## src/mulArray_params.svh

```systemverilog
`ifndef MULARRAY_PARAMS_SVH
`define MULARRAY_PARAMS_SVH

// operand width of each multiplier unit.
`define MUL_WIDTH 16

// number of identical units behind the dispatcher.
`define MUL_UNITS 4

// result FIFO entries, a power of two.
`define RES_DEPTH 8

`define TAG_WIDTH 4

// APB register map.
`define ADDR_OPERANDS 12'h000
`define ADDR_STATUS   12'h004
`define ADDR_RESULT   12'h008
`define ADDR_TAG      12'h00C

`endif
```

## src/mulArray_pkg.sv

```systemverilog
`default_nettype none

`include "mulArray_params.svh"

package mulArray_pkg;

    // one multiply request as it travels to a unit.
    typedef struct packed {
        logic signed [`MUL_WIDTH-1:0] multiplicand;
        logic signed [`MUL_WIDTH-1:0] multiplier;
        logic [`TAG_WIDTH-1:0]        tag;
    } mulJob_t;

    // finished product with the tag of its job.
    typedef struct packed {
        logic signed [2*`MUL_WIDTH-1:0] product;
        logic [`TAG_WIDTH-1:0]          tag;
    } mulResult_t;

    typedef struct packed {
        logic        psel;
        logic        penable;
        logic        pwrite;
        logic [11:0] paddr;
        logic [31:0] pwdata;
    } apbReq_t;

    typedef struct packed {
        logic [31:0] prdata;
        logic        pready;
        logic        pslverr;
    } apbRsp_t;

endpackage

`default_nettype wire

```

## src/mulArray.sv

```systemverilog
`default_nettype none

`include "mulArray_params.svh"

module mulArray (
    input  wire logic              clk,
    input  wire logic              reset,
    input  mulArray_pkg::apbReq_t  apbReq,
    output mulArray_pkg::apbRsp_t  apbRsp
);
    import mulArray_pkg::*;

    mulJob_t               job;
    mulJob_t               unitJob;
    logic                  jobValid;
    logic                  jobReady;
    logic [`MUL_UNITS-1:0] start;
    logic [`MUL_UNITS-1:0] busy;
    logic [`MUL_UNITS-1:0] done;
    logic [`MUL_UNITS-1:0] accept;
    mulResult_t            unitResult [`MUL_UNITS];
    mulResult_t            resHead;
    logic [3:0]            resCount;
    logic                  resPop;

    apbMulRegs uRegs (
        .clk      (clk),
        .reset    (reset),
        .apbReq   (apbReq),
        .jobReady (jobReady),
        .resHead  (resHead),
        .resCount (resCount),
        .apbRsp   (apbRsp),
        .job      (job),
        .jobValid (jobValid),
        .resPop   (resPop)
    );

    jobDispatcher uDispatch (
        .clk      (clk),
        .reset    (reset),
        .job      (job),
        .jobValid (jobValid),
        .busy     (busy),
        .jobReady (jobReady),
        .start    (start),
        .unitJob  (unitJob)
    );

    for (genvar i = 0; i < `MUL_UNITS; i++) begin : gUnit
        seqMultiplier uMul (
            .clk    (clk),
            .reset  (reset),
            .start  (start[i]),
            .job    (unitJob),
            .accept (accept[i]),
            .busy   (busy[i]),
            .done   (done[i]),
            .result (unitResult[i])
        );
    end

    resultCollector uCollect (
        .clk        (clk),
        .reset      (reset),
        .done       (done),
        .unitResult (unitResult),
        .resPop     (resPop),
        .accept     (accept),
        .resHead    (resHead),
        .resCount   (resCount)
    );

endmodule

`default_nettype wire

```

## src/apbMulRegs.sv

```systemverilog
`default_nettype none

`include "mulArray_params.svh"

module apbMulRegs (
    input  wire logic                 clk,
    input  wire logic                 reset,
    input  mulArray_pkg::apbReq_t     apbReq,
    input  wire logic                 jobReady,
    input  mulArray_pkg::mulResult_t  resHead,
    input  wire logic [3:0]           resCount,
    output mulArray_pkg::apbRsp_t     apbRsp,
    output mulArray_pkg::mulJob_t     job,
    output logic                      jobValid,
    output logic                      resPop
);

    logic                  access;
    logic                  rdAccess;
    logic                  isOperands;
    logic                  isStatus;
    logic                  isResult;
    logic                  isTag;
    logic                  mapped;
    logic                  resEmpty;
    logic [`TAG_WIDTH-1:0] nextTag;
    logic [31:0]           statusWord;

    // ~~~~~~~~~~~~~~~~~~~~~~~~~~~~~~~~~~~~~~~~~~~~~~~~~~~~~~~~~~~~~~~~~~~~~~~~~~~
    // address decode
    // ~~~~~~~~~~~~~~~~~~~~~~~~~~~~~~~~~~~~~~~~~~~~~~~~~~~~~~~~~~~~~~~~~~~~~~~~~~~

    assign access     = apbReq.psel && apbReq.penable;
    assign rdAccess   = access && !apbReq.pwrite;
    assign isOperands = (apbReq.paddr == `ADDR_OPERANDS);
    assign isStatus   = (apbReq.paddr == `ADDR_STATUS);
    assign isResult   = (apbReq.paddr == `ADDR_RESULT);
    assign isTag      = (apbReq.paddr == `ADDR_TAG);
    assign mapped     = isOperands || isStatus || isResult || isTag;
    assign resEmpty   = (resCount == 4'd0);

    // ~~~~~~~~~~~~~~~~~~~~~~~~~~~~~~~~~~~~~~~~~~~~~~~~~~~~~~~~~~~~~~~~~~~~~~~~~~~
    // job path
    // ~~~~~~~~~~~~~~~~~~~~~~~~~~~~~~~~~~~~~~~~~~~~~~~~~~~~~~~~~~~~~~~~~~~~~~~~~~~

    assign jobValid = access && apbReq.pwrite && isOperands;

    always_comb begin
        job.multiplicand = apbReq.pwdata[15:0];
        job.multiplier   = apbReq.pwdata[31:16];
        job.tag          = nextTag;
    end

    // tag advances once per accepted job, wrapping.
    always_ff @(posedge clk or negedge reset) begin
        if (!reset) begin
            nextTag <= '0;
        end else if (jobValid && jobReady) begin
            nextTag <= nextTag + 1'b1;
        end
    end

    // ~~~~~~~~~~~~~~~~~~~~~~~~~~~~~~~~~~~~~~~~~~~~~~~~~~~~~~~~~~~~~~~~~~~~~~~~~~~
    // response
    // ~~~~~~~~~~~~~~~~~~~~~~~~~~~~~~~~~~~~~~~~~~~~~~~~~~~~~~~~~~~~~~~~~~~~~~~~~~~

    // pending count, full flag, next tag.
    assign statusWord = {16'h0000, nextTag, 3'b000, !jobReady, 4'h0, resCount};

    always_comb begin
        apbRsp.prdata = '0;
        if (rdAccess) begin
            if (isStatus) begin
                apbRsp.prdata = statusWord;
            end else if (isResult && !resEmpty) begin
                apbRsp.prdata = resHead.product;
            end else if (isTag) begin
                apbRsp.prdata = {{(32 - `TAG_WIDTH){1'b0}}, resHead.tag};
            end
        end
    end

    // operand writes wait for a free unit.
    assign apbRsp.pready  = jobValid ? jobReady : access;
    assign apbRsp.pslverr = access && (!mapped || (isResult && !apbReq.pwrite && resEmpty));

    assign resPop = rdAccess && isResult && !resEmpty;

endmodule

`default_nettype wire

```

## src/resultCollector.sv

```systemverilog
`default_nettype none

`include "mulArray_params.svh"

module resultCollector (
    input  wire logic                  clk,
    input  wire logic                  reset,
    input  wire logic [`MUL_UNITS-1:0] done,
    input  mulArray_pkg::mulResult_t   unitResult [`MUL_UNITS],
    input  wire logic                  resPop,
    output logic [`MUL_UNITS-1:0]      accept,
    output mulArray_pkg::mulResult_t   resHead,
    output logic [3:0]                 resCount
);
    import mulArray_pkg::*;

    localparam int PTR_W  = $clog2(`RES_DEPTH);
    localparam int UNIT_W = $clog2(`MUL_UNITS);

    mulResult_t            fifoMem [`RES_DEPTH];
    logic [PTR_W-1:0]      wrPtr;
    logic [PTR_W-1:0]      rdPtr;
    logic [3:0]            count;
    logic                  full;
    logic                  push;
    logic                  pop;
    logic [UNIT_W-1:0]     pushIdx;
    logic [`MUL_UNITS-1:0] lowDone;

    assign full = (count == `RES_DEPTH);

    // lowest pending unit wins when several are done.
    assign lowDone = done & (~done + 1'b1);
    assign accept  = full ? '0 : lowDone;

    always_comb begin
        pushIdx = '0;
        for (int i = `MUL_UNITS - 1; i >= 0; i--) begin
            if (done[i]) begin
                pushIdx = UNIT_W'(i);
            end
        end
    end

    assign push = (|done) && !full;
    assign pop  = resPop && (count != 0);

    always_ff @(posedge clk) begin
        if (push) begin
            fifoMem[wrPtr] <= unitResult[pushIdx];
        end
    end

    always_ff @(posedge clk or negedge reset) begin
        if (!reset) begin
            wrPtr <= '0;
            rdPtr <= '0;
            count <= '0;
        end else begin
            if (push) begin
                wrPtr <= wrPtr + 1'b1;
            end
            if (pop) begin
                rdPtr <= rdPtr + 1'b1;
            end
            case ({push, pop})
                2'b10:   count <= count + 1'b1;
                2'b01:   count <= count - 1'b1;
                default: count <= count;
            endcase
        end
    end

    assign resHead  = fifoMem[rdPtr];
    assign resCount = count;

endmodule

`default_nettype wire

```

## src/jobDispatcher.sv

```systemverilog
`default_nettype none

`include "mulArray_params.svh"

module jobDispatcher (
    input  wire logic               clk,
    input  wire logic               reset,
    input  mulArray_pkg::mulJob_t   job,
    input  wire logic               jobValid,
    input  wire logic [`MUL_UNITS-1:0] busy,
    output logic                    jobReady,
    output logic [`MUL_UNITS-1:0]   start,
    output mulArray_pkg::mulJob_t   unitJob
);

    logic [`MUL_UNITS-1:0] startQ;
    logic [`MUL_UNITS-1:0] freeMask;
    logic [`MUL_UNITS-1:0] grant;

    // a unit started last cycle may not show busy yet.
    assign freeMask = ~(busy | startQ);

    // isolate the lowest free unit.
    assign grant = freeMask & (~freeMask + 1'b1);

    assign jobReady = |freeMask;

    // grant is zero whenever no unit is free.
    assign start = jobValid ? grant : '0;

    // all units see the same job word, only the start pulse selects.
    assign unitJob = job;

    always_ff @(posedge clk or negedge reset) begin
        if (!reset) begin
            startQ <= '0;
        end else begin
            startQ <= start;
        end
    end

endmodule

`default_nettype wire

```

## src/seqMultiplier.sv

```systemverilog
`default_nettype none

`include "mulArray_params.svh"

module seqMultiplier (
    input  wire logic                 clk,
    input  wire logic                 reset,
    input  wire logic                 start,
    input  mulArray_pkg::mulJob_t     job,
    input  wire logic                 accept,
    output logic                      busy,
    output logic                      done,
    output mulArray_pkg::mulResult_t  result
);
    import mulArray_pkg::*;

    localparam int STEP_W = $clog2(`MUL_WIDTH);
    localparam int PROD_W = 2 * `MUL_WIDTH;

    mulJob_t             jobReg;
    logic [STEP_W-1:0]   stepCnt;
    logic [PROD_W-1:0]   partialSum;
    logic [PROD_W-1:0]   extMcand;
    logic [PROD_W-1:0]   shifted;
    logic [PROD_W-1:0]   nextSum;
    logic                mulBit;
    logic                lastStep;
    logic                stepping;

    // ~~~~~~~~~~~~~~~~~~~~~~~~~~~~~~~~~~~~~~~~~~~~~~~~~~~~~~~~~~~~~~~~~~~~~~~~~~~
    // datapath
    // ~~~~~~~~~~~~~~~~~~~~~~~~~~~~~~~~~~~~~~~~~~~~~~~~~~~~~~~~~~~~~~~~~~~~~~~~~~~

    assign stepping = busy && !done;
    assign lastStep = (stepCnt == STEP_W'(`MUL_WIDTH - 1));

    // multiplicand sign extended to product width.
    assign extMcand = {{`MUL_WIDTH{jobReg.multiplicand[`MUL_WIDTH-1]}}, jobReg.multiplicand};
    assign shifted  = extMcand << stepCnt;
    assign mulBit   = jobReg.multiplier[stepCnt];

    // the top multiplier bit carries negative weight.
    always_comb begin
        nextSum = partialSum;
        if (mulBit) begin
            if (lastStep) begin
                nextSum = partialSum - shifted;
            end else begin
                nextSum = partialSum + shifted;
            end
        end
    end

    always_ff @(posedge clk) begin
        if (start) begin
            jobReg     <= job;
            partialSum <= '0;
        end else if (stepping) begin
            partialSum <= nextSum;
            if (lastStep) begin
                result.product <= nextSum;
                result.tag     <= jobReg.tag;
            end
        end
    end

    // ~~~~~~~~~~~~~~~~~~~~~~~~~~~~~~~~~~~~~~~~~~~~~~~~~~~~~~~~~~~~~~~~~~~~~~~~~~~
    // control
    // ~~~~~~~~~~~~~~~~~~~~~~~~~~~~~~~~~~~~~~~~~~~~~~~~~~~~~~~~~~~~~~~~~~~~~~~~~~~

    // load cycle, then one step per cycle, then done until accepted.
    always_ff @(posedge clk or negedge reset) begin
        if (!reset) begin
            busy    <= 1'b0;
            done    <= 1'b0;
            stepCnt <= '0;
        end else if (start) begin
            busy    <= 1'b1;
            done    <= 1'b0;
            stepCnt <= '0;
        end else if (stepping) begin
            stepCnt <= stepCnt + 1'b1;
            if (lastStep) begin
                done <= 1'b1;
            end
        end else if (done && accept) begin
            // unit is free again from the next cycle.
            done <= 1'b0;
            busy <= 1'b0;
        end
    end

endmodule

`default_nettype wire

```

## config.mk

```make
export PLATFORM = sky130hd
export DESIGN_NAME = mulArray
export DESIGN_NICKNAME = d
export VERILOG_FILES = /design/src/mulArray_pkg.sv /design/src/mulArray.sv /design/src/apbMulRegs.sv /design/src/resultCollector.sv /design/src/jobDispatcher.sv /design/src/seqMultiplier.sv
export VERILOG_INCLUDE_DIRS = /design/src
export SDC_FILE = /design/constraint.sdc
export NUM_CORES = 2
export LEC_CHECK = 0
export BUFFER_PORTS_ARGS = -buffer_cell sky130_fd_sc_hd__buf_4
export CAP_MARGIN = 25
export CORE_UTILIZATION = 31
export DETAILED_ROUTE_END_ITERATION = 8
export GPL_TIMING_DRIVEN = 1
export SLEW_MARGIN = 40
export SYNTH_ARGS = -nofsm -noshare
export SYNTH_HDL_FRONTEND = slang
export SYNTH_SLANG_ARGS = --single-unit
```

## constraint.sdc

```tcl
create_clock -name clk -period 13.9 [get_ports clk]
set_clock_uncertainty 0.15 [all_clocks]
set_input_delay 2.78 -clock clk [delete_from_list [all_inputs] [get_ports clk]]
set_output_delay 2.78 -clock clk [all_outputs]
set_load 0.05 [all_outputs]
```

==> summary.txt <==
Detailed routing
  • Final WL: 119000 µm
  • Via count: 30000
  • DRT Pass-1 Iters: 6
  • Initial DRC Count: 2709
  • Vias per inst: 5.35
  • DRC: 0
  • WL per Instance: 21.1 µm
  • Routed Antenna Nets: 0

Clock network
  • Num CTS Buffers: 79
  • # H-tree levels: 3
  • # hold bufs at CTS: 0
  • Post-CTS sizing: 0
  • Worst-path clk slew: 0.06 ns
  • Postcts setup bufs: 0
  • CTS Root Cell: clkbuf_16
  • CTS sink count: 746
  • Clock Path Buffers: 3
  • CTS tree: yes
  • Worst-skew pair later-pin latency: 0.67 ns

Yosys
  • Synth area leaders: edfxtp_1 (40%), mux4_2 (9.4%), dfxtp_1 (6.0%), ha_1 (4.0%), nand2_1 (3.2%)
  • Cells after synthesis: 3736
  • Ys async rst share: 0.0563
  • EDFF count, synth: 576
  • Syn. warnings: 0
  • Synth top area share: 0.405
  • Post-synthesis register bit count: 746
  • Mapped Area: 42700 µm²
  • Synth cell types: 97
  • Dominant synthesized flop cell: edfxtp_1
  • Register area share after synthesis: 0.489
  • Area leader, netlist: edfxtp_1
  • Synth Area per Inst: 11.4 µm²
  • Post-Syn Nets: 3928

Floorplanning
  • Vert. Die Dim: 373 µm
  • Row count: 135
  • Die area: 139000 µm²
  • Die width: 373 µm
  • Io pins: 83
  • CORE AREA: 136000 µm²
  • Starting Density: 0.314

Worst setup path
  • Critical path data required time: 10.97 ns
  • Number of cells on the critical path: 7
  • Most common cell on crit path: buf_4
  • Critical Path AT: 4.98 ns
  • Crit path buffers/inverters: 2
  • CP cell instances: buf_4 -> nor4_1 -> nand3_1 -> nor3_2 -> nand2_2 -> nor2_1 -> buf_4
  • Max FO, Critical Path: 24
  • Slowest CP cell: nor3_2
  • Worst path max stage delay: 0.55 ns
  • Setup crit start kind: input pin
  • Critical path class: in2out
  • Reg2reg path depth: 20
  • Setup crit end kind: output port
  • Delay-heaviest family, CP: simple AND/OR/NAND/NOR gates

Power and ir drop
  • Power per cell area: 156 nW/µm²
  • Tot Pwr: 7.49 mW
  • Pleak: 17.2 nW
  • Maximum vdd drop: 0.116 mV

Final layout
  • Final core occ: 0.352
  • Fillers: 13400
  • Layout cells sized above 1: 0.163
  • Layout Nets: 3954
  • Area growth syn-to-layout: 12.3%

Run status
  • Outcome: finished clean

Place
  • Place WS: 5.96 ns
  • Detailed-placement wirelength estimate: 84200 µm
  • Port Buf Inserts: 82
  • GP Congestion: 0.913

STA
  • Fin crit period: 7.91 ns
  • Final Cycle Share: 0.569
  • Final WS setup: 5.99 ns
  • Setup TNS: 0 ns
  • Fin Hold WS: 0.271 ns
  • Actual slew at the worst max-slew pin: 0.936 ns
  • Slew Limit Fails: 0
  • Final setup fails: 0
  • RSZ-0062 raised after global routing: false
  • Final hold vios: 0
  • Fmax: 126 MHz
  • Slew HR: 0.371

Global route
  • Largest net degree at the start of global routing: 66
  • All-Layer GR Usage: 0.167
  • Antenna violations before repair: 8
  • Vias in the first global route: 28600
  • GRT overflow: 0
  • First-pass GRT wire length: 178000 µm

Min path
  • Min-Delay Path Class: reg2reg
  • WHS Path Cells: 0

Flow run
  • Max_cap viols: 0
-- power breakdown --
part / switching (mW) / total (mW) / leakage [nW] / internal (mW)
combinational: 1.73 / 2.72 / 9.08 / 0.996
clock: 0.913 / 2.13 / 1.28 / 1.22
sequential: 0.0735 / 2.63 / 6.86 / 2.56
-- placed cells by master, fill, tap and decap left out, types with 128 or more instances in the layout --
cell type  count
a21oi_1      259
nor2_1       312
xnor2_1      139
buf_4        133
nand2_1      363
mux4_2       177
o21ai_0      178
dfxtp_1      128
ha_1         138
edfxtp_1     576
-- per-stage QoR --
| stage | instance area, µm² | cells |
|---|---|---|
| after detailed placement | 45300 | 5462 |
| after global placement | 45300 | 5462 |
| final | 48000 | 5608 |
| after CTS | 48000 | 5607 |
| after global routing | 48000 | 5607 |
| after floorplan | 42700 | 3736 |
-- worst reg2reg max path: cells and delay by family, from the launching register on --
family,cells,cell delay [ns]
buf+inv,1,0.46
compound gates,3,0.73
mux,2,1.07
simple gates,10,2.34
flops,1,0.34
fa+ha+maj,1,0.42
xor+xnor,3,0.89
-- final timing paths --
check,startpoint,endpoint,slack (ns)
setup / recovery,apbReq[39],apbRsp[22],5.99
hold / removal,gUnit[1].uMul.jobReg[1],gUnit[1].uMul.result[1],0.27
setup reg to reg,gUnit[3].uMul.stepCnt[0],gUnit[3].uMul.result[35],7.23
hold reg to reg,gUnit[1].uMul.jobReg[1],gUnit[1].uMul.result[1],0.27
max in group asynchronous,reset,uCollect.rdPtr[0],11.12
min in group asynchronous,reset,gUnit[2].uMul.stepCnt[0],1.93
-- metal layers --
layer | GRT usage | share of wire | vias up
li1 | - | - | 14200
met5 | 0 | 0.000084 | -
met4 | 0.0561 | 0.034 | 2
met1 | 0.230 | 0.45 | 14800
met3 | 0.0342 | 0.064 | 154
met2 | 0.260 | 0.45 | 876
-- kinds of logic (layout without fill, tap and decap cells) --
logic type               after synthesis  in the layout  synth area share
AND/OR/NAND/NOR                     1101           1101             0.119
AO/OA/AOI/OAI                        821            821             0.121
flip-flops                           746            746             0.489
multiplexers                         414            414             0.153
buffers and inverters                278            368            0.0265
XOR/XNOR                             233            233            0.0478
adder cells (fa/ha/maj)              143            143            0.0428
other                                  0              1                 0
-- final cells by class --
cell class                 count  area (µm²)  share of cell area
timing repair buffer         136        1030              0.0215
sequential                   746       20900               0.436
tap                         1781        2230              0.0465
antenna                        1        2.50           0.0000522
inverter                      87         329             0.00686
clock buffer                 104        2150              0.0449
multi-input combinational   2712       20800               0.434
clock inverter                41         483              0.0101
-- flip-flops by register name, indices dropped and copies added (netlist names), 4 cells and up --
| register | flops |
|---|---|
| uCollect.resCount | 4 |
| uDispatch.startQ | 4 |
| uRegs.nextTag | 4 |
| uCollect.fifoMem | 288 |
| gUnit.uMul.partialSum | 128 |
| gUnit.uMul.done | 4 |
| gUnit.uMul.result | 144 |
| gUnit.uMul.busy | 4 |
| gUnit.uMul.extMcand | 64 |
| gUnit.uMul.stepCnt | 16 |
| gUnit.uMul.jobReg | 80 |
-- cells in the mapped netlist (44+ instances only) --
cell	instances
a21o_1	77
clkbuf_1	117
nand3_1	78
xnor2_1	139
o21ai_0	179
mux2_2	112
dfxtp_1	128
nor3_1	82
ha_1	138
xor2_1	94
edfxtp_1	576
inv_1	81
nand2_1	365
nor2b_1	44
nor2_1	319
nand2b_1	45
a21oi_1	259
mux4_2	178
mux2i_1	118
No activity file was read; power rests on OpenSTA's default activity.
